## src/hw/core_params.svh

```systemverilog
`ifndef CORE_PARAMS_SVH
`define CORE_PARAMS_SVH

// datapath widths.
`define DATA_WIDTH     32
`define ADDR_WIDTH     32
`define REG_ADDR_WIDTH 5
`define SHAMT_WIDTH    5

// queue depth and initial commit credits.
`define IQ_DEPTH       4
`define COMMIT_CREDITS 4

// multiplier pipeline with one slice per stage.
`define MUL_STAGES     5
`define MUL_SLICE      7

`endif

```

## src/hw/reg_file.sv

```systemverilog
`timescale 1ns/1ps
`include "core_params.svh"

module reg_file (
  input  logic                       clk_i,
  input  logic                       reset_i,
  input  logic [`REG_ADDR_WIDTH-1:0] rs1_addr_i,
  input  logic [`REG_ADDR_WIDTH-1:0] rs2_addr_i,
  input  logic                       wr_en_i,
  input  logic [`REG_ADDR_WIDTH-1:0] wr_addr_i,
  input  logic [`DATA_WIDTH-1:0]     wr_data_i,
  output logic [`DATA_WIDTH-1:0]     rs1_data_o,
  output logic [`DATA_WIDTH-1:0]     rs2_data_o
);

  localparam int NUM_REGS = 1 << `REG_ADDR_WIDTH;

  logic [`DATA_WIDTH-1:0] regs [NUM_REGS];

  always_ff @(posedge clk_i) begin
    if (reset_i) begin
      for (int i = 0; i < NUM_REGS; i++) begin
        regs[i] <= '0;
      end
    end else if (wr_en_i && wr_addr_i != '0) begin
      regs[wr_addr_i] <= wr_data_i;
    end
  end

  // x0 reads zero.
  assign rs1_data_o = (rs1_addr_i == '0) ? '0 : regs[rs1_addr_i];
  assign rs2_data_o = (rs2_addr_i == '0) ? '0 : regs[rs2_addr_i];

endmodule

```

## config.mk

```make
export PLATFORM = sky130hd
export DESIGN_NAME = reg_file
export DESIGN_NICKNAME = d
export VERILOG_FILES = /design/src/hw/reg_file.sv
export VERILOG_INCLUDE_DIRS = /design/src /design/src/hw
export SDC_FILE = /design/constraint.sdc
export NUM_CORES = 2
export LEC_CHECK = 0
export BUFFER_PORTS_ARGS = -buffer_cell sky130_fd_sc_hd__buf_2
export CELL_PAD_IN_SITES_DETAIL_PLACEMENT = 1
export CELL_PAD_IN_SITES_GLOBAL_PLACEMENT = 2
export CORE_MARGIN = 2
export CORE_UTILIZATION = 45
export DETAILED_ROUTE_END_ITERATION = 6
export PLACE_DENSITY_LB_ADDON = 0.1
export SETUP_SLACK_MARGIN = 0.15
export SLEW_MARGIN = 0
export SYNTH_ARGS = -nofsm -noshare
export SYNTH_HDL_FRONTEND = slang
export SYNTH_SLANG_ARGS = --single-unit
export TNS_END_PERCENT = 1
```

## constraint.sdc

```tcl
create_clock -name clk_i -period 2.6 [get_ports clk_i]
set_input_delay 0.39 -clock clk_i [delete_from_list [all_inputs] [get_ports clk_i]]
set_output_delay 0.39 -clock clk_i [all_outputs]
set_load 0.01 [all_outputs]
```

# --- Yosys cells after proc, flatten, opt, wreduce, memory -nomap -nowiden ---
# Memories as Yosys holds them, arrays and structs flattened.
# Cells that the tools add are included.
totals:
  out_inout_bits: 64
  elab_cells: 16
  ff_bits: 0
  mem_count: 1
  mem_bits_rw: 1024
  in_bits: 50
classes:
  muxes: 10
  n_reduce_logical: 5
memory_table:
  columns: ["memory", "depth", "width", "rd", "rd_ports_with_merged_regs", "wr", "line", "rtl"]
  rows:
  - ["regs", 32, 32, 2, 0, 32, "reg_file.sv:18", "logic [`DATA_WIDTH-1:0] regs [NUM_REGS];"]
op_table:
  columns: ["cell", "count"]
  rows:
  - ["two-way mux 32 bit", 3]
  - ["OR reduction 32 bit", 1]
  - ["zero test 5 bit", 2]
  - ["two-way mux 1 bit", 6]
  - ["two-way mux 5 bit", 1]
  - ["nonzero test 5 bit", 1]
  - ["logical AND 1 bit", 1]

# --- Logic depth before layout (Yosys ltp) ---
depth:
  ltp_word: 7
  ltp_mapped: 9

# --- Worst setup path after synthesis ---
# Ideal clock, no wire load.
synth_timing:
  path_kind: "input to output"
  from: "input rs2_addr_i[2]"
  to: "output rs2_data_o[15]"
  n_path_buf: 3
  path_slack_ns: 0.160
  path_stages: 7
  t_required_ns: 2.210
  arrival_time_ns: 2.050
  path_cell_list: "buf_2 -> buf_2 -> buf_1 -> mux4_2 -> a22o_1 -> a2111oi_1 -> nor3_1"
synth_via:
  elab_chain_len: 2
synth_lines:
  columns: ["element", "line", "rtl"]
  rows:
  - ["start: declaration", "reg_file.sv:8", "input logic [`REG_ADDR_WIDTH-1:0] rs2_addr_i,"]
  - ["memory read (32 x 32 bit) or zero test 5 bit (tied branches)", null, null]
  - ["two-way mux 32 bit (*)", "reg_file.sv:32", "assign rs2_data_o = (rs2_addr_i == '0) ? '0 : regs[rs2_addr_i];"]
  - ["end: declaration", "reg_file.sv:13", "output logic [`DATA_WIDTH-1:0] rs2_data_o"]
# Every way passes the cells marked *; elsewhere a longest branch is shown, timed or not.

==> run_results.csv <==
group,metric,value,unit
run_status,status,"finished with violations",
run_status,violations,"setup timing",
critical_path,worst-path-buf-inv,3,
finish,final_layout_size_suffix_gt1_frac,0.378,
sta,tightestPinTransition,1280,ps
logic_synthesis,ys_dominant_reg_cell,"edfxtp_1",
critical_path,crit_type,"flip-flop to primary output",
global_routing,grtUsageTotal,0.330,
floorplanning,die_w,351,µm
finish,num-fill-cells,11100,
global_routing,grt_pass1_wl,284000,µm
finish,layout_commonest_cell,"edfxtp_1",
clock_network,clkTransAtPathRegs,60,ps
floorplanning,die_area,0.123,mm²
sta,holdWs,305,ps
logic_synthesis,yosysTopAreaCell,"edfxtp_1",
logic_synthesis,async_flop_share,0,
power,p_clk_frac,0.387,
drt,wl_met2,98100,µm
placement,globalplace.congestion,0.863,
drt,drtIter0Drc,4276,
global_routing,grt_start_max_net_pins,37,
critical_path,critPathLaunchType,"flip-flop",
critical_path,endpoint_kind,"primary output",
clock_network,cts_buffers,116,
placement,dp_hpwl,132000,µm
sta,slew_viol_final,0,
floorplanning,core_area,0.120,mm²
floorplanning,initial_utilization,0.453,
power,p_leak,23.1,nW
logic_synthesis,yosysUniqueCellTypes,42,
finish,fin_nets,3875,
critical_path,cpMostUsedCell,"buf_4",
drt,vias,35600,
drt,post_drt_via_cell_ratio,6.43,
critical_path,arrival,2810,ps
global_routing,overflow,0,
floorplanning,row_count,127,
global_routing,antenna_found_initial,22,
power,power_switching_share,0.258,
floorplanning,io_pins,114,
logic_synthesis,synth_top_cells_by_area,"edfxtp_1, mux4_2, and2_1",
sta,period_share,1.23,
drt,wl_met1,80500,µm
drt,wirelength,203000,µm
logic_synthesis,yosys_register_bits,1024,
placement,placed_area,0.0599,mm²
critical_path,cp_cell_sequence,"mux4_2, a22o_4, a2111oi_4, buf_4, nor3_1, buf_4, buf_2",
sta,final.setup.worst_slack,-605,ps
power,p_total,41.9,mW
finish,largest_register_ffs,1024,
finish,reg.largest.list,"regs (1024)",
min_path,hold_class,"input port to flip-flop",
clock_network,cts.path.max_buffers,3,
logic_synthesis,yosysWarnings,0,
sta,relSlewSlack,0.143,
finish,final_util,0.546,
power,pwr-share-seq,0.469,
flow_run,drv_cap,0,
drt,drc,0,
critical_path,cp_max_fo,2,
logic_synthesis,netlist_area,0.0543,mm²
drt,routed.top_layer,"met5",
critical_path,cp_top_family,"compound AO/OA/AOI/OAI gates",
sta,setup_viol,64,
power,internal-power,31.1,mW
finish,stdcell_area,0.0654,mm²
critical_path,crit_required,2210,ps
drt,routed-wl-met3,16500,µm
floorplanning,die_h,351,µm
logic_synthesis,synth-edff-count,1024,
logic_synthesis,yosysTopAreaCellShare,0.567,
min_path,hold_depth,2,
clock_network,cts_num_sinks,1024,
power,power_density,640,mW/mm²
finish,syn_to_final_growth,20.5,%
logic_synthesis,ys_seq_area_frac,0.567,
sta,maxClockFrequency,0.312,GHz
logic_synthesis,syn_avg_cell_area,15.5,µm²
finish,regMostFlops,"regs",
clock_network,cts_tree,"yes",
finish,mostFrequentLayoutCells,"edfxtp_1, and2_1, mux4_2, buf_4, mux2i_1",
sta,period_needed,3200,ps
sta,rsz0062_at_grt,"true",
drt,drtPass1Iterations,7,
power,ir_drop,0.581,mV
sta,finalHoldViolations,0,
power,p_sw,10.8,mW
power,p_comb_frac,0.144,
placement,pre_cts_ws,-848,ps
critical_path,path_depth,7,
placement,portBuffers,113,
critical_path,crit_path_max_incr_delay,500,ps
drt,drt-wirelength-per-cell,36.7,µm
clock_network,root_buffer,"clkbuf_16",
critical_path,cp_slowest_cell,"mux4_2",
clock_network,h-tree-depth,3,
global_routing,grt_pass1_vias,37400,
logic_synthesis,synthCells,3502,
drt,final_antenna_net_count,0,
## cell families after synthesis
| family | synth area share |
|---|---|
| compound gates | 0.0365 |
| buf+inv | 0.0335 |
| flops | 0.567 |
| mux | 0.230 |
| other cells | 0.0000691 |
| simple gates | 0.133 |
## power by group through the flow
| stage | Clock, mW | Sequential, mW | Combinational, mW |
|---|---|---|---|
| floorplan | 0 | 19.7 | 2.99 |
| global placement | 0 | 19.8 | 5.39 |
| detailed placement | 0 | 19.9 | 5.47 |
| CTS | 16.4 | 19.6 | 5.85 |
| global route | 17.0 | 19.7 | 6.22 |
| finish | 16.2 | 19.6 | 6.02 |
## routing by layer
metal | up-vias | GRT usage
met5 | - | 0
met3 | 365 | 0.0540
met2 | 1821 | 0.536
met1 | 19200 | 0.447
met4 | 8 | 0.131
li1 | 14300 | -
## area by class of cell
cell class              count  area (µm²)  area share
flip-flops and latches   1024       30700       0.470
inverters                   2        7.51    0.000115
diodes                      8        20.0    0.000306
multi-input cells        2120       23600       0.361
clock inverters            78         658      0.0101
well taps                1612        2020      0.0308
repair buffers            561        5310      0.0812
clock buffers             134        3010      0.0461
## stage by stage
step                      setup TNS, ps  cells
after global routing             -27600   5532
after CTS                        -28510   5531
final                            -24560   5539
after floorplan                       0   3533
after detailed placement         -32250   5317
after global placement           -31360   5317
## what timing repair did
| item | in CTS | in global routing |
|---|---|---|
| pin swaps | 89 | 30 |
| buffers inserted | 2 | 0 |
| gates resized for setup | 210 | 95 |
| hold buffers | 0 | 0 |
| endpoints found under the setup margin | 64 | 64 |
## path summary, 6_finish.rpt
kind	from	to	slack [ps]
hold / removal	wr_data_i[13]	regs[13][13]	310
setup / recovery	regs[15][13]	rs2_data_o[13]	-600
## cells in the mapped netlist, drive strengths merged, types with 14 or more instances
cell type and n:
mux2i 150, mux4 472, nor3 54, a22oi 16, mux2 30, clkbuf 271, and2 995, edfxtp 1024
a2111oi 55, or2 33, o22ai 103, buf 116, nor2b 14, a22o 51, nor2 36
(Power assumes the default switching activity.)
