`config.mk`:
```
export PLATFORM = sky130hd
export DESIGN_NAME = writeback_stage
export DESIGN_NICKNAME = d
export VERILOG_FILES = /design/src/hw/isa_pkg.sv /design/src/hw/pipe_pkg.sv /design/src/hw/writeback_stage.sv
export VERILOG_INCLUDE_DIRS = /design/src /design/src/hw
export SDC_FILE = /design/constraint.sdc
export NUM_CORES = 1
export LEC_CHECK = 0
export BUFFER_PORTS_ARGS = -buffer_cell sky130_fd_sc_hd__buf_2
export CAP_MARGIN = 40
export CORE_AREA = 2 2 112 114
export DETAILED_ROUTE_END_ITERATION = 6
export DIE_AREA = 0 0 114 116
export GPL_ROUTABILITY_DRIVEN = 0
export PLACE_DENSITY_LB_ADDON = 0.08
export SLEW_MARGIN = 20
export SYNTH_ARGS = -nofsm -noshare
export SYNTH_HDL_FRONTEND = slang
export SYNTH_SLANG_ARGS = --single-unit
```
`constraint.sdc`:
```
create_clock -name clk_i -period 0.89 [get_ports clk_i]
set_input_delay 0.178 -clock clk_i [delete_from_list [all_inputs] [get_ports clk_i]]
set_output_delay 0.178 -clock clk_i [all_outputs]
set_load 0.02 [all_outputs]
```
`src/hw/core_params.svh`:
```
`ifndef CORE_PARAMS_SVH
`define CORE_PARAMS_SVH

// datapath widths.
`define DATA_WIDTH     32
`define ADDR_WIDTH     32
`define REG_ADDR_WIDTH 5
`define SHAMT_WIDTH    5

// queue depth and initial commit credits.
`define IQ_DEPTH       4
`define COMMIT_CREDITS 4

// multiplier pipeline with one slice per stage.
`define MUL_STAGES     5
`define MUL_SLICE      7

`endif

```
`src/hw/isa_pkg.sv`:
```
`include "core_params.svh"

package isa_pkg;

  typedef enum logic [6:0] {
    R         = 7'b0110011,
    IMMEDIATE = 7'b0010011,
    AUIPC     = 7'b0010111,
    LOAD      = 7'b0000011,
    STORE     = 7'b0100011,
    BRANCH    = 7'b1100011,
    JAL       = 7'b1101111
  } opcode_t;

  localparam logic [2:0] F3_ADD = 3'b000;
  localparam logic [2:0] F3_SLL = 3'b001;
  localparam logic [2:0] F3_XOR = 3'b100;
  localparam logic [2:0] F3_SRL = 3'b101;
  localparam logic [2:0] F3_OR  = 3'b110;
  localparam logic [2:0] F3_AND = 3'b111;
  localparam logic [2:0] F3_MUL = 3'b000;

  localparam logic [6:0] F7_SUB = 7'b0100000;
  localparam logic [6:0] F7_MUL = 7'b0000001;

  typedef struct packed {
    logic [6:0]                 funct7;
    logic [`REG_ADDR_WIDTH-1:0] rs2;
    logic [`REG_ADDR_WIDTH-1:0] rs1;
    logic [2:0]                 funct3;
    logic [`REG_ADDR_WIDTH-1:0] rd;
    opcode_t                    opcode;
  } r_fmt_t;

  typedef struct packed {
    logic [11:0]                imm;
    logic [`REG_ADDR_WIDTH-1:0] rs1;
    logic [2:0]                 funct3;
    logic [`REG_ADDR_WIDTH-1:0] rd;
    opcode_t                    opcode;
  } i_fmt_t;

  // one word, two views.
  typedef union packed {
    logic [31:0] raw;
    r_fmt_t      r;
    i_fmt_t      i;
  } instruction_t;

endpackage

```
`src/hw/pipe_pkg.sv`:
```
`include "core_params.svh"

package pipe_pkg;

  typedef struct packed {
    logic [`ADDR_WIDTH-1:0] pc;
    isa_pkg::instruction_t  instr;
  } fetch_t;

  typedef struct packed {
    logic [`REG_ADDR_WIDTH-1:0] rs1;
    logic [`REG_ADDR_WIDTH-1:0] rs2;
    logic                       rs1_needed;
    logic                       rs2_needed;
    logic                       is_mul;
    logic                       is_alu;
    logic                       reg_wr_en;
  } hazard_ctrl_t;

  typedef struct packed {
    logic                       valid;
    logic [`ADDR_WIDTH-1:0]     pc;
    isa_pkg::instruction_t      op;
    logic [`DATA_WIDTH-1:0]     rs1_val;
    logic [`DATA_WIDTH-1:0]     rs2_val;
    logic [`DATA_WIDTH-1:0]     imm;
    logic [`SHAMT_WIDTH-1:0]    shamt;
    logic [`REG_ADDR_WIDTH-1:0] rd;
    logic                       reg_wr_en;
  } alu_issue_t;

  typedef struct packed {
    logic                       valid;
    logic [`ADDR_WIDTH-1:0]     pc;
    logic [`REG_ADDR_WIDTH-1:0] rd;
    logic                       reg_wr_en;
    logic [`DATA_WIDTH-1:0]     multiplicand;
    logic [`DATA_WIDTH-1:0]     multiplier;
    logic [`DATA_WIDTH-1:0]     product;
  } mul_payload_t;

  typedef struct packed {
    logic                       valid;
    logic [`ADDR_WIDTH-1:0]     pc;
    logic [`REG_ADDR_WIDTH-1:0] rd;
    logic                       reg_wr_en;
    logic [`DATA_WIDTH-1:0]     value;
  } result_t;

  typedef struct packed {
    logic [`ADDR_WIDTH-1:0]     pc;
    logic [`REG_ADDR_WIDTH-1:0] rd;
    logic [`DATA_WIDTH-1:0]     value;
  } commit_t;

endpackage

```
`src/hw/writeback_stage.sv`:
```
`timescale 1ns/1ps
`include "core_params.svh"

module writeback_stage (
  input  logic                  clk_i,
  input  logic                  reset_i,
  input  var pipe_pkg::result_t alu_i,
  input  var pipe_pkg::result_t mul_i,
  output var pipe_pkg::result_t wb_o,
  output logic                  commit_valid_o,
  output var pipe_pkg::commit_t commit_o
);

  pipe_pkg::result_t sel;

  assign sel = mul_i.valid ? mul_i : alu_i;

  always_ff @(posedge clk_i) begin
    wb_o.pc        <= sel.pc;
    wb_o.rd        <= sel.rd;
    wb_o.reg_wr_en <= sel.reg_wr_en;
    wb_o.value     <= sel.value;
    if (reset_i) begin
      wb_o.valid <= 1'b0;
    end else begin
      wb_o.valid <= sel.valid;
    end
  end

  // every result commits, x0 writes too.
  assign commit_valid_o = wb_o.valid;
  assign commit_o.pc    = wb_o.pc;
  assign commit_o.rd    = wb_o.rd;
  assign commit_o.value = wb_o.value;

  // decode holds ALU issue while the multiplier tail is about to land.
  a_one_source: assert property (
    @(posedge clk_i) disable iff (reset_i) !(alu_i.valid && mul_i.valid))
    else $error("writeback_stage: ALU and multiplier results collide");

endmodule

```
After elaboration in Yosys (flattened, before gate mapping)

Cells that the tools add are included.

Register bits after elaboration: 71
Input port bits: 144
Output and inout port bits: 141
Logic and storage cells: 6

Muxes and demuxes: 1

Operator list:

| operator          | count |
|---|---|
| 2-to-1 mux 71 bit | 1 |

Logic depth before layout (Yosys ltp)

Depth after elaboration: 1
Mapped depth: 3
Depth with buffers taken out: 1

Worst setup path after synthesis

OpenSTA, ideal clock, no wires.

Path type: in2reg
From: in mul_i[70] (netlist name)
To: reg wb_o (netlist bit commit_o[0])
Setup time: 0.121 ns
Arrival time: 0.782 ns
Required time: 0.769 ns
Setup slack: -0.014 ns
Cell stages on the path: 3
Buffers on the path: 2
Path through: buf_6 > buf_12 > mux2_4

RTL lines:

| what               | line                 | RTL |
|---|---|---|
| start: declaration | writeback_stage.sv:8 | `input var pipe_pkg::result_t mul_i,` |
| end: declaration   | writeback_stage.sv:9 | `output var pipe_pkg::result_t wb_o,` |

Worst setup path after layout

From: reg wb_o (netlist bit commit_o[30])
To: out wb_o[30] (netlist name)

No word-level cell between the ends.

==> metrics.md <==
| Metric | Value |
|---|---|
| Reg power frac | 37.9% |
| Min-delay src | alu_i[70] |
| CP top delay family | flip-flops |
| Syn Inst Count | 220 |
| Crit Path Max Fanout | 2 |
| I/O Buffers | 284 |
| Filler cell count | 1067 |
| Status | complete, but fails checks |
| Clock Tree Buf Depth | 2 |
| Synth warnings | 0 |
| Max Cap Viol | 0 |
| Crit path kind | reg2out |
| Max incr delay on CP | ~0.36 ns |
| Final std cells w/o fill | 596 |
| CP Launch Point | commit_o[30]$_DFF_P_ |
| Total CTS buffers | 9 |
| Final setup fails | 141 |
| Required time worst endpoint | 0.71 ns |
| # Post-CTS Setup Buffers | 0 |
| Die height | 116 microns |
| Synth top area share | 45.0% |
| Sw frac | 26.3% |
| Commonest non-fill, non-tap cell in the layout | buf_2 |
| Fin area | 5450 sq um |
| Antenna cells | 0 |
| Routed Antenna Nets | 0 |
| Compound-Gate Fraction of Synth Area | 0.317% |
| Layout cells sized above 1 | 99.6% |
| Mux cell area share after synthesis | between 30% and 40% |
| Syn avg cell area | 14.3 sq um |
| Netlist cell types | 7 |
| Maximum clock frequency | 1.01 GHz |
| Fin util | between 40% and 50% |
| Power Total | 9.86 mW |
| Grt ovf | 0 |
| Hold/Removal Path Class | in2reg |
| DR vias/cell | 3.88 |
| Critical-path cell list | buf_6 |
| Combinational group share of total power | 26.2% |
| Hold-fix buffers, CTS | 0 |
| Row cnt | 40 |
| DIE WIDTH | 114 microns |
| Post-Syn Nets | 364 |
| XOR/XNOR Fraction of Synth Area | 0% |
| Core area | 11900 sq um |
| RSZ-0062 raised after global routing | true |
| Htree depth | 3 |
| Switching pwr | between 2 and 3 mW |
| Failing checks | setup timing |
| Final HPWL DP | 6380 microns |
| Clk root buf | clkbuf_16 |
| Clk pwr share | 35.9% |
| Hold Violations, Final | 0 |
| Syn-to-layout area delta | 72.6% |
| IO Pins | 285 |
| Seq/Total Area, Yosys | 45.0% |
| Cell taking the most area after synthesis | dfxtp_1 |
| Synthesized flop and latch total | 71 |
| Synth top area cells | dfxtp_1 45%, mux2_4 33%, buf_4 17% |
| Static leakage | 2.79 nW |
| Simple-Gate Fraction of Synth Area | 0% |
| Mean routed wirelength per cell | between 10 and 15 microns |
| WHS | 0.0714 ns |
| Post-Route WL | 8360 microns |
| First-pass GRT wire length | 11500 microns |
| Period utilisation layout | 111% |
| Slew Limit Fails | 0 |
| CP endpoint kind | output pin |
| Vias in the first global route | 2390 |
| Remaining DRCs | 0 |
| CP Launch Type | flop |
| Initial antenna violation count | 0 |
| Slew @ Worst Pin | about 0.16 ns |
| Cell Pwr Density | roughly 1800 nW/um^2 |
| Slowest CP cell | dfxtp_2 |
| Initial Util | 26.5% |
| Inst Count DP | 580 |
| Fin Setup TNS | -10.10 ns |
| Dpl ws | -0.135 ns |
| Tmin final | roughly 1 ns |
| Final WS setup | -0.0992 ns |
| GRT Resource Usage Total | 11.7% |
| Largest family of logic cells by synthesized area | multiplexers |
| Post-Syn Area | 3160 sq um |
| CTS clk-pin slew, worst paths | 0.05 ns |
| Die Footprint | 13200 sq um |
| Final nets | 588 |
| Most frequent cells in the layout | 142 x buf_2, 139 x buf_6, 70 x dfxtp_2 |
| Adder-cell share of the synthesized area | 0% |
| Cell Int Power | just over 7 mW |
| CTS tree | built |
| First-pass DRT Iterations | 2 |
| Worst vdd ir | between 0.6 and 0.7 mV |
| DRT iter0 DRCs | 40 |
| Rel. slew slack | 89.3% |
| Critical path arrival | 0.81 ns |
| Vias | 2311 |
| Crit path buf inv count | 1 |
| Clk sink count | 71 |
| Largest net degree at the start of global routing | 19 |
| Area of placed instances | 4190 sq um |
## area by class of cell
cell class	count	area (sq um)	share of cell area (%)
Clock inverter	4	45.0	0.827
Sequential cell	71	1510	27.8
Multi-Input combinational cell	71	1060	19.4
Timing Repair Buffer	291	2400	44.1
Clock buffer	12	246	4.53
Tap cell	147	184	3.38
## Yosys cell counts
library cell   n
buf_4         70
buf_6          1
dfxtp_1       71
o21ba_2        1
mux2_4        69
buf_12         7
mux2_2         1
## final timing paths
path | endpoint | cells after the start
max | wb_o[30] | 1
min | commit_valid_o$_SDFF_PP0_ | 2
## power by group through the flow
stage	clock (mW)	combinational [mW]	sequential (mW)
2_1_floorplan	0	1.23	3.95
3_3_place_gp	0	2.02	3.63
3_5_place_dp	0	2.02	3.63
4_1_cts	3.68	2.59	3.74
5_1_grt	3.77	2.71	3.76
6_report	3.54	2.59	3.74
## cells by family after synthesis
family                 count (synthesis)
buffers and inverters                 78
DFF                                   71
muxes                                 70
AOI/OAI and AO/OA                      1
## metal layers
layer | GRT usage [%] | vias up | routed length, microns
met4 | 6.34 | 0 | 155
met2 | 22.3 | 159 | 4620
met5 | 0 | - | 0
met1 | 11.3 | 1034 | 2790
met3 | 3.29 | 10 | 803
li1 | - | 1108 | -
## sequential cells by signal, summed over array words and instances, names as in the netlist
signal and flops:
commit_valid_o 1, commit_o 69, wb_o 1
## timing repair
action / CTS / global route
endpoints found under the hold margin: 0 / 0
gates resized for setup: 350 / 2
pin swaps: 0 / 0
endpoints found under the setup margin: 141 / 141
Power figures use the tool's default switching activity.
