===== config.mk =====
export PLATFORM = sky130hd
export DESIGN_NAME = mul_stage
export DESIGN_NICKNAME = d
export VERILOG_FILES = /design/src/hw/isa_pkg.sv /design/src/hw/pipe_pkg.sv /design/src/hw/mul_stage.sv
export VERILOG_INCLUDE_DIRS = /design/src /design/src/hw
export SDC_FILE = /design/constraint.sdc
export NUM_CORES = 1
export LEC_CHECK = 0
export BUFFER_PORTS_ARGS = -buffer_cell sky130_fd_sc_hd__buf_4
export CAP_MARGIN = 10
export CORE_UTILIZATION = 53
export CTS_CLUSTER_SIZE = 40
export DETAILED_ROUTE_END_ITERATION = 10
export GPL_ROUTABILITY_DRIVEN = 0
export PLACE_DENSITY = 0.85
export SYNTH_ARGS = -nofsm -noshare
export SYNTH_HDL_FRONTEND = slang
export SYNTH_SLANG_ARGS = --single-unit

===== constraint.sdc =====
create_clock -name clk_i -period 7 [get_ports clk_i]
set_clock_uncertainty 0.2 [all_clocks]
set_input_delay 1.05 -clock clk_i [delete_from_list [all_inputs] [get_ports clk_i]]
set_output_delay 1.05 -clock clk_i [all_outputs]
set_load 0.02 [all_outputs]

===== src/hw/core_params.svh =====
`ifndef CORE_PARAMS_SVH
`define CORE_PARAMS_SVH

// datapath widths.
`define DATA_WIDTH     32
`define ADDR_WIDTH     32
`define REG_ADDR_WIDTH 5
`define SHAMT_WIDTH    5

// queue depth and initial commit credits.
`define IQ_DEPTH       4
`define COMMIT_CREDITS 4

// multiplier pipeline with one slice per stage.
`define MUL_STAGES     5
`define MUL_SLICE      7

`endif


===== src/hw/isa_pkg.sv =====
`include "core_params.svh"

package isa_pkg;

  typedef enum logic [6:0] {
    R         = 7'b0110011,
    IMMEDIATE = 7'b0010011,
    AUIPC     = 7'b0010111,
    LOAD      = 7'b0000011,
    STORE     = 7'b0100011,
    BRANCH    = 7'b1100011,
    JAL       = 7'b1101111
  } opcode_t;

  localparam logic [2:0] F3_ADD = 3'b000;
  localparam logic [2:0] F3_SLL = 3'b001;
  localparam logic [2:0] F3_XOR = 3'b100;
  localparam logic [2:0] F3_SRL = 3'b101;
  localparam logic [2:0] F3_OR  = 3'b110;
  localparam logic [2:0] F3_AND = 3'b111;
  localparam logic [2:0] F3_MUL = 3'b000;

  localparam logic [6:0] F7_SUB = 7'b0100000;
  localparam logic [6:0] F7_MUL = 7'b0000001;

  typedef struct packed {
    logic [6:0]                 funct7;
    logic [`REG_ADDR_WIDTH-1:0] rs2;
    logic [`REG_ADDR_WIDTH-1:0] rs1;
    logic [2:0]                 funct3;
    logic [`REG_ADDR_WIDTH-1:0] rd;
    opcode_t                    opcode;
  } r_fmt_t;

  typedef struct packed {
    logic [11:0]                imm;
    logic [`REG_ADDR_WIDTH-1:0] rs1;
    logic [2:0]                 funct3;
    logic [`REG_ADDR_WIDTH-1:0] rd;
    opcode_t                    opcode;
  } i_fmt_t;

  // one word, two views.
  typedef union packed {
    logic [31:0] raw;
    r_fmt_t      r;
    i_fmt_t      i;
  } instruction_t;

endpackage


===== src/hw/pipe_pkg.sv =====
`include "core_params.svh"

package pipe_pkg;

  typedef struct packed {
    logic [`ADDR_WIDTH-1:0] pc;
    isa_pkg::instruction_t  instr;
  } fetch_t;

  typedef struct packed {
    logic [`REG_ADDR_WIDTH-1:0] rs1;
    logic [`REG_ADDR_WIDTH-1:0] rs2;
    logic                       rs1_needed;
    logic                       rs2_needed;
    logic                       is_mul;
    logic                       is_alu;
    logic                       reg_wr_en;
  } hazard_ctrl_t;

  typedef struct packed {
    logic                       valid;
    logic [`ADDR_WIDTH-1:0]     pc;
    isa_pkg::instruction_t      op;
    logic [`DATA_WIDTH-1:0]     rs1_val;
    logic [`DATA_WIDTH-1:0]     rs2_val;
    logic [`DATA_WIDTH-1:0]     imm;
    logic [`SHAMT_WIDTH-1:0]    shamt;
    logic [`REG_ADDR_WIDTH-1:0] rd;
    logic                       reg_wr_en;
  } alu_issue_t;

  typedef struct packed {
    logic                       valid;
    logic [`ADDR_WIDTH-1:0]     pc;
    logic [`REG_ADDR_WIDTH-1:0] rd;
    logic                       reg_wr_en;
    logic [`DATA_WIDTH-1:0]     multiplicand;
    logic [`DATA_WIDTH-1:0]     multiplier;
    logic [`DATA_WIDTH-1:0]     product;
  } mul_payload_t;

  typedef struct packed {
    logic                       valid;
    logic [`ADDR_WIDTH-1:0]     pc;
    logic [`REG_ADDR_WIDTH-1:0] rd;
    logic                       reg_wr_en;
    logic [`DATA_WIDTH-1:0]     value;
  } result_t;

  typedef struct packed {
    logic [`ADDR_WIDTH-1:0]     pc;
    logic [`REG_ADDR_WIDTH-1:0] rd;
    logic [`DATA_WIDTH-1:0]     value;
  } commit_t;

endpackage


===== src/hw/mul_stage.sv =====
`timescale 1ns/1ps
`include "core_params.svh"

module mul_stage #(
  parameter int STAGE_IDX = 0
) (
  input  logic                       clk_i,
  input  logic                       reset_i,
  input  var pipe_pkg::mul_payload_t in_i,
  output var pipe_pkg::mul_payload_t out_o
);

  localparam int LSB = STAGE_IDX * `MUL_SLICE;

  logic [`MUL_SLICE-1:0]  slice;
  logic [`DATA_WIDTH-1:0] partial;

  // top slice runs past bit 31 and fills with zeros.
  assign slice   = `MUL_SLICE'(in_i.multiplier >> LSB);
  assign partial = (in_i.multiplicand * `DATA_WIDTH'(slice)) << LSB;

  always_ff @(posedge clk_i) begin
    out_o.pc           <= in_i.pc;
    out_o.rd           <= in_i.rd;
    out_o.reg_wr_en    <= in_i.reg_wr_en;
    out_o.multiplicand <= in_i.multiplicand;
    out_o.multiplier   <= in_i.multiplier;
    out_o.product      <= in_i.product + partial;
    if (reset_i) begin
      out_o.valid <= 1'b0;
    end else begin
      out_o.valid <= in_i.valid;
    end
  end

endmodule


# Word-level counts from Yosys, hierarchy flattened
# Cells that the tools add are included.
# word_totals
rom_bits	0
out_inout_bits	135
latchBits	0
ram_bits	0
memories	0
register_bits	135
# op_classes
n_mux	0
mul	1
eq_ne	0
div_mod_pow	0
n_shift	0
n_reduce_logical	0
n_bitwise	0
add_sub_neg	1
n_lt_le_gt_ge	0
# ops
op	n
$add 32x32->32	1
$mul 32x7->32	1

# Logic depth before layout (Yosys ltp)
# logic_depth
ltp_word	2
depth_mapped	19
ltp_nobuf	18

# Worst setup path after synthesis
# OpenSTA, ideal clock, no wires.
# synth_timing
path_type	input to register
start	input in_i[34] in the netlist's numbering
end	register out_o[31] in the netlist's numbering
required_ns	6.728
t_arrival_ns	5.717
slack_ns	1.011
path_stages	19
cell_sequence	clkbuf_1 clkbuf_1 nand2_1 fa_1 inv_1 fa_1 fa_1 inv_1 fa_1 inv_1 ha_1 a21o_1 a21o_1 a221o_1 a31o_4 o41ai_2 o2111ai_2 o31ai_2 xnor2_1
# synth_via
elab_chain_cells	2
# synth_lines
item	line	source
from (decl)	mul_stage.sv:9	input var pipe_pkg::mul_payload_t in_i,
$mul 32x7->32	mul_stage.sv:20	assign partial = (in_i.multiplicand * `DATA_WIDTH'(slice)) << LSB;
$add 32x32->32	mul_stage.sv:28	out_o.product <= in_i.product + partial;
to (decl)	mul_stage.sv:10	output var pipe_pkg::mul_payload_t out_o
# Every way passes these cells.
# A chain may end at the register's enable or synchronous reset.

# Final worst setup path
# layout_timing
start	input in_i[33] in the netlist's numbering
end	register out_o[31] in the netlist's numbering
# The elaborated chain is that of the path after synthesis.

==> results.tsv <==
metric	value	unit
vdd_drop_max	0.000350	V
port_buffers	271	
power_density	402	nW/um2
ys.warnings.count	0	
antenna_found_initial	0	
hpwl	19.1	mm
start_util	0.550	
status	finished, final reports clean	
diodes	0	
top_layer	met4	
num_rows	47	
die-area	18000	um2
worst-path-stages	18	
period_minus_slack	5830	ps
worst_slew_margin_rel	0.609	
rsz0062_at_grt	no	
hold_violations	0	
endpoint_kind	flop	
critPathArrivalTime	5990	ps
die_h	134	um
hold_class	in2reg	
critPathTopFamily	adder cells	
muxShareOfSynthArea	0	
cts_tree	done	
ant_nets	0	
overflow	0	
root_buffer	clkbuf_16	
synth_seq_cells	135	
synth_area_per_cell	10.5	um2
min_delay_path_depth	1	
wl_per_cell	17.7	um
die_x	134	um
maxCapViolations	0	
wl	24.5	mm
grt_util_all_layers	0.290	
synthAdderAreaFrac	0.406	
synth_edf_count	0	
fin_tns_setup	0	ps
clockBufferDepth	2	
drcViolationCount	0	
worstPathRequired	7160	ps
largest_register_ffs	135	
path_cells	buf_4 > nand2_1 > fa_1 > inv_1 > fa_1 > fa_1 > inv_1 > fa_1 > inv_1 > ha_1 > a21o_1 > a21o_1 > a221o_1 > a31o_4 > o41ai_2 > o2111ai_2 > o31ai_2 > xnor2_1	
cp_slowest_cell	fa_1	
wl_met1	9.39	mm
cts_setup_buffers	0	
cts.sinks	135	
hold_ws	517	ps
slew_violations	0	
grt_max_degree	34	
vias	7145	
yosys.area_share.xor_xnor	0.0332	
ys.flop_type	dfxtp_1	
cts_made_buffers	17	
pin_count	272	
max_slew.worst_pin.slew	581	ps
firstDrtPassIters	5	
fmax	171	MHz
pre_cts_slack	734	ps
fin_area	12100	um2
p_leak	6.04	nW
cts_resized	0	
wl_met3	1.91	mm
fin_crit_sh	0.833	
fin_ws	1170	ps
core	16800	um2
viasPerCell	5.17	
clk_pin_slew	70	ps
cts_max_level	4	
hold_buffers	0	
final-setup-viol-count	0	
wl_met2	12.6	mm
synth_cells	878	
crit_type	in2reg	
area_delta_synth_final	30.5	%
total_power	0.00485	W
grt_pass1_wl	39.2	mm
timing.critical_path.buf_inv	4	
cp_max_fo	32	
ys_types	39	
cp_common_cell	fa_1	
synth.yosys.seq_area_share	0.292	
nFillCells	1194	
layout-drive-gt1-share	0.268	
nNetsFinal	1490	
slowest_delay	560	ps
grt_pass1_vias	7651	
start_kind	primary input	
synth_compound_area_frac	0.0578	
synthSimpleGateAreaFrac	0.142	
placed_cell_area	11500	um2
netlist_area	9240	um2
largest_register	out_o	
synth_nets	1218	
top_regs	out_o x135	
drtIter0Drc	399	
async_flop_share	0	
synth_top_family_by_area	adder cells	
[power by group]
part / switching, W / internal, W / total (W)
Clock: 0.000414 / 0.000475 / 0.000889
Sequential: 0.0000368 / 0.000935 / 0.000972
Combinational: 0.00168 / 0.00131 / 0.00299
Total: 0.00213 / 0.00272 / 0.00485
[metrics by stage]
stage / util / instances
final: 0.717 / 1383
after global routing: 0.717 / 1383
after CTS: 0.717 / 1383
after detailed placement: 0.683 / 1351
after global placement: 0.683 / 1351
after floorplan: - / 878
[metal layers]
metal | vias to the layer above | track usage
met4 | 0 | 0.119
met5 | - | 0
met1 | 3545 | 0.353
met3 | 56 | 0.0601
li1 | 3212 | -
met2 | 332 | 0.501
[final cells by class]
cell class	count	area [um2]	area share
clock buffer	17	425	0.0353
tap	220	275	0.0228
clock inverter	15	154	0.0128
sequential	135	2700	0.224
multi-input combinational	575	5910	0.490
timing repair buffer	271	2030	0.169
inverter	150	563	0.0467
[Yosys cell counts, types with 2 or more instances]
master | count | area share
nor4_1 | 2 | 0.0014
dfxtp_1 | 135 | 0.29
a21o_2 | 2 | 0.0019
o21a_1 | 3 | 0.0024
nand2_1 | 109 | 0.044
o21bai_1 | 2 | 0.0016
nor2_1 | 14 | 0.0057
nor3_1 | 3 | 0.0016
or2_2 | 2 | 0.0014
nor2b_1 | 5 | 0.0034
inv_1 | 150 | 0.061
fa_1 | 162 | 0.35
o41ai_2 | 2 | 0.0035
a21o_1 | 10 | 0.0081
xnor2_1 | 26 | 0.025
o31a_1 | 3 | 0.0028
nand2b_1 | 4 | 0.0027
a31oi_1 | 2 | 0.0014
a21oi_1 | 24 | 0.013
a211oi_1 | 6 | 0.0049
and2_1 | 107 | 0.072
xor2_1 | 9 | 0.0085
ha_1 | 41 | 0.056
clkbuf_1 | 18 | 0.0073
and3_1 | 2 | 0.0014
o21ai_0 | 14 | 0.0076
nand4b_1 | 2 | 0.0019
nand3_1 | 8 | 0.0043
[path summary, 6_finish.rpt]
kind      from        end  slack [ps]
min   in_i[46]  out_o[46]         520
max   in_i[33]  out_o[31]        1170
[layout by cell type, fill, tap and decap left out, types with 2 or more instances in the layout]
| cell | instances |
|---|---|
| a211oi_1 | 6 |
| a21o_1 | 10 |
| a21o_2 | 2 |
| a21oi_1 | 24 |
| a31oi_1 | 2 |
| and2_1 | 107 |
| and3_1 | 2 |
| buf_4 | 271 |
| clkbuf_16 | 17 |
| clkinv_4 | 2 |
| clkinv_8 | 2 |
| clkinvlp_4 | 2 |
| dfxtp_1 | 135 |
| fa_1 | 162 |
| ha_1 | 41 |
| inv_1 | 150 |
| inv_6 | 5 |
| inv_8 | 4 |
| nand2_1 | 109 |
| nand2b_1 | 4 |
| nand3_1 | 8 |
| nand4b_1 | 2 |
| nor2_1 | 14 |
| nor2b_1 | 5 |
| nor3_1 | 3 |
| nor4_1 | 2 |
| o21a_1 | 3 |
| o21ai_0 | 14 |
| o21bai_1 | 2 |
| o31a_1 | 3 |
| o41ai_2 | 2 |
| or2_2 | 2 |
| xnor2_1 | 26 |
| xor2_1 | 9 |
[kinds of logic (layout without fill, tap and decap cells)]
logic type                 count (synthesis)  after routing
DFF                                      135            135
xor gates and xnor gates                  35             35
AOI/OAI and AO/OA                         77             77
and+or+nand+nor                          260            260
adders and majority gates                203            203
buffers and inverters                    168            453
Note: power is estimated with default switching activity, not from simulation.
