### config.mk
export PLATFORM = sky130hd
export DESIGN_NAME = decode_stage
export DESIGN_NICKNAME = d
export VERILOG_FILES = /design/src/hw/isa_pkg.sv /design/src/hw/pipe_pkg.sv /design/src/hw/decode_stage.sv
export VERILOG_INCLUDE_DIRS = /design/src /design/src/hw
export SDC_FILE = /design/constraint.sdc
export NUM_CORES = 1
export LEC_CHECK = 0
export BUFFER_PORTS_ARGS = -buffer_cell sky130_fd_sc_hd__buf_2
export CORE_AREA = 2 2 266 268
export CTS_CLUSTER_DIAMETER = 60
export DETAILED_ROUTE_END_ITERATION = 8
export DIE_AREA = 0 0 268 270
export PLACE_DENSITY = 0.37
export SYNTH_ARGS = -nofsm -noshare
export SYNTH_HDL_FRONTEND = slang
export SYNTH_SLANG_ARGS = --single-unit
export TNS_END_PERCENT = 1
### constraint.sdc
create_clock -name clk_i -period 2.8 [get_ports clk_i]
set_clock_uncertainty 0.05 [all_clocks]
set_input_delay 0.14 -clock clk_i [delete_from_list [all_inputs] [get_ports clk_i]]
set_output_delay 0.14 -clock clk_i [all_outputs]
set_load 0.02 [all_outputs]
### src/hw/core_params.svh
`ifndef CORE_PARAMS_SVH
`define CORE_PARAMS_SVH

// datapath widths.
`define DATA_WIDTH     32
`define ADDR_WIDTH     32
`define REG_ADDR_WIDTH 5
`define SHAMT_WIDTH    5

// queue depth and initial commit credits.
`define IQ_DEPTH       4
`define COMMIT_CREDITS 4

// multiplier pipeline with one slice per stage.
`define MUL_STAGES     5
`define MUL_SLICE      7

`endif

### src/hw/isa_pkg.sv
`include "core_params.svh"

package isa_pkg;

  typedef enum logic [6:0] {
    R         = 7'b0110011,
    IMMEDIATE = 7'b0010011,
    AUIPC     = 7'b0010111,
    LOAD      = 7'b0000011,
    STORE     = 7'b0100011,
    BRANCH    = 7'b1100011,
    JAL       = 7'b1101111
  } opcode_t;

  localparam logic [2:0] F3_ADD = 3'b000;
  localparam logic [2:0] F3_SLL = 3'b001;
  localparam logic [2:0] F3_XOR = 3'b100;
  localparam logic [2:0] F3_SRL = 3'b101;
  localparam logic [2:0] F3_OR  = 3'b110;
  localparam logic [2:0] F3_AND = 3'b111;
  localparam logic [2:0] F3_MUL = 3'b000;

  localparam logic [6:0] F7_SUB = 7'b0100000;
  localparam logic [6:0] F7_MUL = 7'b0000001;

  typedef struct packed {
    logic [6:0]                 funct7;
    logic [`REG_ADDR_WIDTH-1:0] rs2;
    logic [`REG_ADDR_WIDTH-1:0] rs1;
    logic [2:0]                 funct3;
    logic [`REG_ADDR_WIDTH-1:0] rd;
    opcode_t                    opcode;
  } r_fmt_t;

  typedef struct packed {
    logic [11:0]                imm;
    logic [`REG_ADDR_WIDTH-1:0] rs1;
    logic [2:0]                 funct3;
    logic [`REG_ADDR_WIDTH-1:0] rd;
    opcode_t                    opcode;
  } i_fmt_t;

  // one word, two views.
  typedef union packed {
    logic [31:0] raw;
    r_fmt_t      r;
    i_fmt_t      i;
  } instruction_t;

endpackage

### src/hw/pipe_pkg.sv
`include "core_params.svh"

package pipe_pkg;

  typedef struct packed {
    logic [`ADDR_WIDTH-1:0] pc;
    isa_pkg::instruction_t  instr;
  } fetch_t;

  typedef struct packed {
    logic [`REG_ADDR_WIDTH-1:0] rs1;
    logic [`REG_ADDR_WIDTH-1:0] rs2;
    logic                       rs1_needed;
    logic                       rs2_needed;
    logic                       is_mul;
    logic                       is_alu;
    logic                       reg_wr_en;
  } hazard_ctrl_t;

  typedef struct packed {
    logic                       valid;
    logic [`ADDR_WIDTH-1:0]     pc;
    isa_pkg::instruction_t      op;
    logic [`DATA_WIDTH-1:0]     rs1_val;
    logic [`DATA_WIDTH-1:0]     rs2_val;
    logic [`DATA_WIDTH-1:0]     imm;
    logic [`SHAMT_WIDTH-1:0]    shamt;
    logic [`REG_ADDR_WIDTH-1:0] rd;
    logic                       reg_wr_en;
  } alu_issue_t;

  typedef struct packed {
    logic                       valid;
    logic [`ADDR_WIDTH-1:0]     pc;
    logic [`REG_ADDR_WIDTH-1:0] rd;
    logic                       reg_wr_en;
    logic [`DATA_WIDTH-1:0]     multiplicand;
    logic [`DATA_WIDTH-1:0]     multiplier;
    logic [`DATA_WIDTH-1:0]     product;
  } mul_payload_t;

  typedef struct packed {
    logic                       valid;
    logic [`ADDR_WIDTH-1:0]     pc;
    logic [`REG_ADDR_WIDTH-1:0] rd;
    logic                       reg_wr_en;
    logic [`DATA_WIDTH-1:0]     value;
  } result_t;

  typedef struct packed {
    logic [`ADDR_WIDTH-1:0]     pc;
    logic [`REG_ADDR_WIDTH-1:0] rd;
    logic [`DATA_WIDTH-1:0]     value;
  } commit_t;

endpackage

### src/hw/decode_stage.sv
`timescale 1ns/1ps
`include "core_params.svh"

module decode_stage (
  input  logic                                        clk_i,
  input  logic                                        reset_i,
  input  logic                                        head_valid_i,
  input  var pipe_pkg::fetch_t                        head_i,
  input  logic [`DATA_WIDTH-1:0]                      rs1_data_i,
  input  logic [`DATA_WIDTH-1:0]                      rs2_data_i,
  input  var pipe_pkg::result_t                       alu_fwd_i,
  input  var pipe_pkg::result_t                       mul_fwd_i,
  input  var pipe_pkg::result_t                       wb_fwd_i,
  input  logic [`MUL_STAGES-2:0]                      mul_busy_valid_i,
  input  logic [`MUL_STAGES-2:0][`REG_ADDR_WIDTH-1:0] mul_busy_rd_i,
  input  logic                                        commit_credit_i,
  output logic                                        pop_o,
  output logic [`REG_ADDR_WIDTH-1:0]                  rs1_addr_o,
  output logic [`REG_ADDR_WIDTH-1:0]                  rs2_addr_o,
  output var pipe_pkg::alu_issue_t                    alu_issue_o,
  output var pipe_pkg::mul_payload_t                  mul_issue_o
);

  localparam int CRED_W = $clog2(`COMMIT_CREDITS + 1);

  isa_pkg::instruction_t   instr;
  pipe_pkg::hazard_ctrl_t  ctrl;
  logic [`DATA_WIDTH-1:0]  imm;
  logic [`SHAMT_WIDTH-1:0] shamt;
  logic [`DATA_WIDTH-1:0]  rs1_val;
  logic [`DATA_WIDTH-1:0]  rs2_val;
  logic                    busy_hit;
  logic                    supported;
  logic                    stall;
  logic                    issue;
  logic [CRED_W-1:0]       credits;

  assign instr = head_i.instr;

  // ##############################
  // decode
  // ##############################

  always_comb begin : decode_ctrl
    ctrl     = '0;
    ctrl.rs1 = instr.r.rs1;
    ctrl.rs2 = instr.r.rs2;
    case (instr.r.opcode)
      isa_pkg::R: begin
        ctrl.rs1_needed = 1'b1;
        ctrl.rs2_needed = 1'b1;
        ctrl.is_mul     = instr.r.funct7 == isa_pkg::F7_MUL &&
                          instr.r.funct3 == isa_pkg::F3_MUL;
        ctrl.is_alu     = instr.r.funct7 != isa_pkg::F7_MUL;
      end
      isa_pkg::IMMEDIATE: begin
        ctrl.rs1_needed = 1'b1;
        ctrl.is_alu     = 1'b1;
      end
      isa_pkg::AUIPC: begin
        ctrl.is_alu = 1'b1;
      end
      default: ;
    endcase
    // no write and no forwarding for x0.
    ctrl.reg_wr_en = (ctrl.is_alu || ctrl.is_mul) && instr.r.rd != '0;
  end

  always_comb begin : imm_gen
    case (instr.r.opcode)
      isa_pkg::IMMEDIATE: imm = {{(`DATA_WIDTH - 12){instr.i.imm[11]}}, instr.i.imm};
      isa_pkg::AUIPC:     imm = {instr.raw[31:12], 12'b0};
      default:            imm = '0;
    endcase
  end

  // shift amount sits in the rs2 field.
  assign shamt = instr.r.rs2;

  // ##############################
  // forwarding and hazards
  // ##############################

  function automatic logic [`DATA_WIDTH-1:0] fwd_value(
    input logic [`REG_ADDR_WIDTH-1:0] rs,
    input logic [`DATA_WIDTH-1:0]     rf_data,
    input pipe_pkg::result_t          alu,
    input pipe_pkg::result_t          mul,
    input pipe_pkg::result_t          wb
  );
    if (alu.valid && alu.reg_wr_en && alu.rd == rs) begin
      return alu.value;
    end
    if (mul.valid && mul.reg_wr_en && mul.rd == rs) begin
      return mul.value;
    end
    if (wb.valid && wb.reg_wr_en && wb.rd == rs) begin
      return wb.value;
    end
    return rf_data;
  endfunction

  assign rs1_val = fwd_value(ctrl.rs1, rs1_data_i, alu_fwd_i, mul_fwd_i, wb_fwd_i);
  assign rs2_val = fwd_value(ctrl.rs2, rs2_data_i, alu_fwd_i, mul_fwd_i, wb_fwd_i);

  // sources and rd against multiplies still in flight.
  always_comb begin : mul_hazard
    busy_hit = 1'b0;
    for (int k = 0; k < `MUL_STAGES - 1; k++) begin
      if (mul_busy_valid_i[k] && mul_busy_rd_i[k] != '0 &&
          ((ctrl.rs1_needed && ctrl.rs1 == mul_busy_rd_i[k]) ||
           (ctrl.rs2_needed && ctrl.rs2 == mul_busy_rd_i[k]) ||
           (ctrl.reg_wr_en && instr.r.rd == mul_busy_rd_i[k]))) begin
        busy_hit = 1'b1;
      end
    end
  end

  assign supported = ctrl.is_alu || ctrl.is_mul;

  // an ALU op next to the last busy stage would meet it in writeback.
  assign stall = busy_hit || (ctrl.is_alu && mul_busy_valid_i[`MUL_STAGES-2]) ||
                 credits == '0;

  assign issue = head_valid_i && supported && !stall;
  // unsupported opcodes leave without issue.
  assign pop_o = head_valid_i && (!supported || !stall);

  assign rs1_addr_o = ctrl.rs1;
  assign rs2_addr_o = ctrl.rs2;

  always_comb begin : issue_out
    alu_issue_o.valid     = issue && ctrl.is_alu;
    alu_issue_o.pc        = head_i.pc;
    alu_issue_o.op        = instr;
    alu_issue_o.rs1_val   = rs1_val;
    alu_issue_o.rs2_val   = rs2_val;
    alu_issue_o.imm       = imm;
    alu_issue_o.shamt     = shamt;
    alu_issue_o.rd        = instr.r.rd;
    alu_issue_o.reg_wr_en = ctrl.reg_wr_en;

    mul_issue_o.valid        = issue && ctrl.is_mul;
    mul_issue_o.pc           = head_i.pc;
    mul_issue_o.rd           = instr.r.rd;
    mul_issue_o.reg_wr_en    = ctrl.reg_wr_en;
    mul_issue_o.multiplicand = rs1_val;
    mul_issue_o.multiplier   = rs2_val;
    mul_issue_o.product      = '0;
  end

  // ##############################
  // commit credits
  // ##############################

  always_ff @(posedge clk_i) begin
    if (reset_i) begin
      credits <= CRED_W'(`COMMIT_CREDITS);
    end else begin
      credits <= credits - CRED_W'(issue) + CRED_W'(commit_credit_i);
    end
  end

  // the consumer never returns more credits than it was given.
  a_credit_bound: assert property (
    @(posedge clk_i) disable iff (reset_i) credits <= CRED_W'(`COMMIT_CREDITS))
    else $error("decode_stage: commit credit overflow");

endmodule

Word level (Yosys, flattened, before mapping) --
Index checks and enable logic that the tools add are counted.
Storage, ports and cells: register bits 3
Cells by class: mux-type cells 32, reductions and logical operators 60, add/sub/neg operators 2, equality and inequality tests 23
Operator list (count):
- $mux 32 | 12
- $eq 5x5->1 | 18
- $pmux 32 s2 | 1
- $logic_and 1x1->1 | 37
- $reduce_bool 5->1 | 5
- $mux 1 | 17
- $eq 7x5->1 const B | 2
- $logic_or 1x1->1 | 12
- $eq 7x1->1 const B | 1
- $eq 7x6->1 const B | 1
- $ne 7x1->1 const B | 1
- $logic_not 3->1 | 2
- $reduce_or 2->1 | 2
- $add 3x1->3 | 1
- $sub 3x1->3 | 1
- $logic_not 1->1 | 2
- $mux 2 | 1
- $pmux 1 s2 | 1

Longest topological paths before layout --
depth in word-level cells 18, mapped depth 14, mapped depth without buffers 13

Least setup slack after synthesis --
OpenSTA, ideal clock, no wires.
path type input-to-reg, start input head_i[23] (netlist bit), end register credits[2], stages 14, library setup time 0.117 ns, setup slack -0.024 ns, arrival time 2.657 ns, path buffers 1, required time 2.633 ns, cell sequence buf_4 xor2_1 nor4_1 nand3_1 a2111oi_0 a211o_1 nor3_1 ha_1 inv_1 ha_1 fa_1 xnor2_1 xnor2_1 nand2b_1
On the way: longest elaborated chain between the ends 15, elaborated cells between the ends (all ways) 30
Ends and longest elaborated chain:
- start: declaration | line decode_stage.sv:8 | input var pipe_pkg::fetch_t head_i,
- $eq 5x5->1 | line decode_stage.sv:112 | (ctrl.rs2_needed && ctrl.rs2 == mul_busy_rd_i[k]) ||
- $logic_and 1x1->1 | line decode_stage.sv:112
- $logic_or 1x1->1 | line decode_stage.sv:111 | ((ctrl.rs1_needed && ctrl.rs1 == mul_busy_rd_i[k]) ||
- $logic_or 1x1->1 | line decode_stage.sv:112
- $logic_and 1x1->1 | line decode_stage.sv:110 | if (mul_busy_valid_i[k] && mul_busy_rd_i[k] != '0 &&
- $mux 1 (3 in series) | line decode_stage.sv:110
- $mux 1 (*) | line decode_stage.sv:110
- $logic_or 1x1->1 (*) (2 in series) | line decode_stage.sv:122 | assign stall = busy_hit || (ctrl.is_alu && mul_busy_valid_i[`MUL_STAGES-2]) ||
- $logic_not 1->1 (*) | line decode_stage.sv:125 | assign issue = head_valid_i && supported && !stall;
- $logic_and 1x1->1 (*) | line decode_stage.sv:125
- $sub 3x1->3 (*) | line decode_stage.sv:160 | credits <= credits - CRED_W'(issue) + CRED_W'(commit_credit_i);
- $add 3x1->3 (*) | line decode_stage.sv:160
- end signal: assignment | line decode_stage.sv:158 | credits <= CRED_W'(`COMMIT_CREDITS);
- end signal: assignment | line decode_stage.sv:160
- end: declaration | line decode_stage.sv:36 | logic [CRED_W-1:0] credits;
Mark *: on every way between the ends. The rest lies on a longest branch, timed or not. A chain may end at the register's enable or synchronous reset.

Final worst setup path --
start input head_i[27] (netlist bit), end register credits[2]
On the way: longest elaborated chain between the ends 18, elaborated cells between the ends (all ways) 31
Ends and longest elaborated chain:
- $eq 7x1->1 | line decode_stage.sv:52 | ctrl.is_mul = instr.r.funct7 == isa_pkg::F7_MUL &&
- $logic_and 1x1->1 | line decode_stage.sv:52
- $mux 2 | line decode_stage.sv:48 | case (instr.r.opcode)
- $logic_or 1x1->1 | line decode_stage.sv:66, decode_stage.sv:119
- $logic_and 1x1->1 | line decode_stage.sv:66 | ctrl.reg_wr_en = (ctrl.is_alu || ctrl.is_mul) && instr.r.rd != '0;
- $logic_and 1x1->1 | line decode_stage.sv:113 | (ctrl.reg_wr_en && instr.r.rd == mul_busy_rd_i[k]))) begin
- $logic_or 1x1->1 | line decode_stage.sv:112
- $logic_and 1x1->1 | line decode_stage.sv:110
- $mux 1 (4 in series) | line decode_stage.sv:110
- $logic_or 1x1->1 (2 in series) | line decode_stage.sv:122
- $logic_not 1->1 | line decode_stage.sv:125
- $logic_and 1x1->1 (*) | line decode_stage.sv:125
- $sub 3x1->3 (*) | line decode_stage.sv:160
- $add 3x1->3 (*) | line decode_stage.sv:160
Marks and branches as above.

==> results.md <==
- First-pass GRT wire length: 38300 um
- Slowest Stage Delay on Critical Path: 0.39 ns
- Area leader, netlist: buf_4
- Fmax achieved: 368 MHz
- Clock tree from TritonCTS: yes
- Delay-heaviest family, CP: adder cells
- Fin crit period: 2.71 ns
- Starting Density: 7.89%
- Hold_sp: reset_i
- Remaining global-route overflow: 0
- Gate power share: 81.2%
- CP Launch Type: input pin
- I/O pins: 687
- Largest regs: credits x3
- Worst setup EP type: flip-flop
- Syn-to-layout area delta: 47.5%
- Worst hold stages: 2
- Synth async-reset ratio: 0%
- Top cell type's share of synthesized area: 30.1%
- Hold Path Sink: credits[0]
- DR vias: 6251
- Biggest register: credits
- Synth Register Bits: 3
- Relative slew slack: 57.5%
- Setup ws final: 0.0856 ns
- Vias in the first global route: 6176
- Max_cap viols: 0
- Flop pwr share: 3.7%
- Antenna-violating nets left: 0
- Power Dens Cells: 186 nW/um^2
- Critical Path Fanout Max: 3
- Vias per cell: 3.11
- Routed WL: 28000 um
- DRT Pass-1 Iters: 4
- Max reg flops: 3
- Inserted Clock Buffers: 3
- Final setup viols: 0
- Worst skew pair latency: 0.22 ns
- Std cell rows: 97
- GPL Wtd Cong: 0.816
- Sw frac: 50.5%
- Gate Count Post-Synth: 759
- Worst Path Arrival: 2.77 ns
- Most used cell, CP: ha_1
- Status: finished, final reports clean
- DR iter-0 viols: 173
- H-tree depth: 1
- Clock Path Buffers: 2
- Port bufs: 462
- Number of synthesized flops with an enable pin: 0
- Clock power frac: 15.0%
- Fill cells: 8133
- Hold Vio Cnt, Final: 0
- Reg-to-reg setup timing slack: 0.34 ns
- Placed Area: 7910 sq um
- Synth top area cells: buf_4, mux2i_1, a211oi_1, a21o_1, xor2_1
- Cell breakdown of the critical path: buf_2, nor4b_4, buf_4, nand2_1, a31o_2, a211o_1, nor3_2, ha_1, inv_1, ha_1, fa_2, xnor2_2, xnor2_1, nand2b_1
- Most common cell in the netlist: buf_4
- Worst setup path category: in -> reg
- Reg2reg path depth: 11
- Clock slew at reported path FFs: 0.03 ns
- Avg Cell Area, Syn: 7.23 sq um
- Placed insts: 2002
- Worst VDD drop: 0.161 mV
- Worst EP required: 2.86 ns
- DRC: 0
- Most common library cells after synthesis: buf_4, nor2_1, a211oi_1, a21o_1, mux2i_1
- Int Power: 746 uW
- Share of post-route cells with drive strength above 1: 53.5%
- Buf/Inv on CP: 3
- Post-DR wirelength/cell: 13.9 um
- Full die area: 72400 sq um
- Final period utilization: 96.9%
- RSZ-0062 raised after global routing: true
- Yosys warning total: 0
- Final Max Tran Viols: 0
- Seq/Total Area, Yosys: 1.09%
- Worst r2r src: credits[2]
- Chip Width: 268 um
- Hold Path Class: in -> reg
- Clock sinks: 3
- Final Cell Area: 8100 sq um
- Worst slack, placed: -0.587 ns
- Non-filler instance count after layout: 2010
- Critical R2R Capture: credits[2]
- Predominant post-synthesis flop cell: dfxtp_1
- Nets: 1441
- Die Ht: 270 um
- Post-Syn Area: 5490 sq um
- Clock root cell: clkbuf_16
- Synth cell types: 44
- Largest net degree at the start of global routing: 65
- Antenna violations before repair: 9
- CORE AREA: 69500 sq um
- Leak Pwr: 4.51 nW
- Slew @ Worst Pin: 0.636 ns
- Gr usage total: 6.97%
- Psw: 761 uW
- DP HPWL: 24200 um
- CP max-delay cell: nor4b_4
## routing by layer
layer | vias to the layer above | GRT usage [%] | part of all wire, %
met4 | 8 | 1.00 | 1.3
met3 | 28 | 2.70 | 11
li1 | 2976 | - | -
met2 | 377 | 12.6 | 48
met1 | 2862 | 7.81 | 40
met5 | - | 0 | 0.15
## power by group through the flow
stage          clock, mW  combinational [mW]  sequential [mW]
3_3_place_gp           0                1.22           0.0549
3_5_place_dp           0                1.22           0.0552
4_1_cts            0.230                1.23           0.0547
2_1_floorplan          0               0.947           0.0539
5_1_grt            0.237                1.32           0.0567
6_report           0.226                1.22           0.0562
## worst max-delay path by stage
stage	from	to	cells after the start
3_5_place_dp	head_i[26]	credits[2]	14
3_3_place_gp	head_i[26]	credits[2]	15
2_1_floorplan	head_i[8]	credits[2]	14
6_report	head_i[27]	credits[2]	14
5_1_grt	mul_busy_rd_i[13]	credits[2]	15
4_1_cts	mul_busy_rd_i[13]	credits[2]	15
## cell usage in the layout, fill, tap and decap left out, drive strengths merged, types with 3 or more instances in the layout
master	synthesis	final
nand3	8	8
nand4	9	9
o21ai	6	6
nor2	70	70
xor2	51	51
xnor2	41	41
a211oi	64	64
mux2i	64	64
conb	1	32
dfxtp	3	3
buf	250	541
inv	5	5
or4	5	5
and2	11	11
a21o	64	64
nor4	11	11
nand2	45	45
clkbuf	18	5
nor3	12	12
## per-stage QoR
step,hold slack [ns],util (%),power [mW],TNS (ns)
after global placement,0.230,11.4,1.27,-1.08
after floorplan,0.162,-,1.00,0
after global routing,0.0552,11.6,1.61,-0.0135
final,0.0564,11.6,1.51,0
after detailed placement,0.230,11.4,1.27,-1.07
after CTS,0.0580,11.6,1.51,0
## repair_timing
| action | 4_1_cts | 5_1_grt |
|---|---|---|
| endpoints found under the setup margin | 2 | 4 |
| gates resized for setup | 10 | 6 |
| pin swaps | 5 | 6 |
| hold buffers | 0 | 0 |
| setup buffers | 0 | 2 |
## kinds of logic (layout without fill, tap and decap cells)
logic type	Yosys count	count (layout)	synth area share (%)
XOR/XNOR	92	92	14.7
buffers and inverters	273	551	35.8
multiplexers	64	64	11.7
flip-flops	3	3	1.09
AO/OA/AOI/OAI	145	145	19.6
AND/OR/NAND/NOR	178	178	16.3
other	1	34	0.0683
adder cells (fa/ha/maj)	3	3	0.821
## layout make-up
cell class                 count  area [sq um]  area share (%)
timing repair buffer         542          3050            37.6
sequential                     3          60.1           0.742
clock buffer                   4          78.8           0.974
antenna                        2          5.00          0.0618
multi-input combinational    514          3710            45.8
inverter                       5          18.8           0.232
tap                          940          1180            14.5
## worst reg2reg max path, stage by stage (launching register included)
cell	delay, ns
dfxtp_1	0.38
o31ai_1	0.09
a31o_2	0.22
a211o_1	0.29
nor3_2	0.18
ha_1	0.15
inv_1	0.04
ha_1	0.20
fa_2	0.39
xnor2_2	0.16
xnor2_1	0.14
nand2b_1	0.07
No activity file was read; power rests on OpenSTA's default activity.
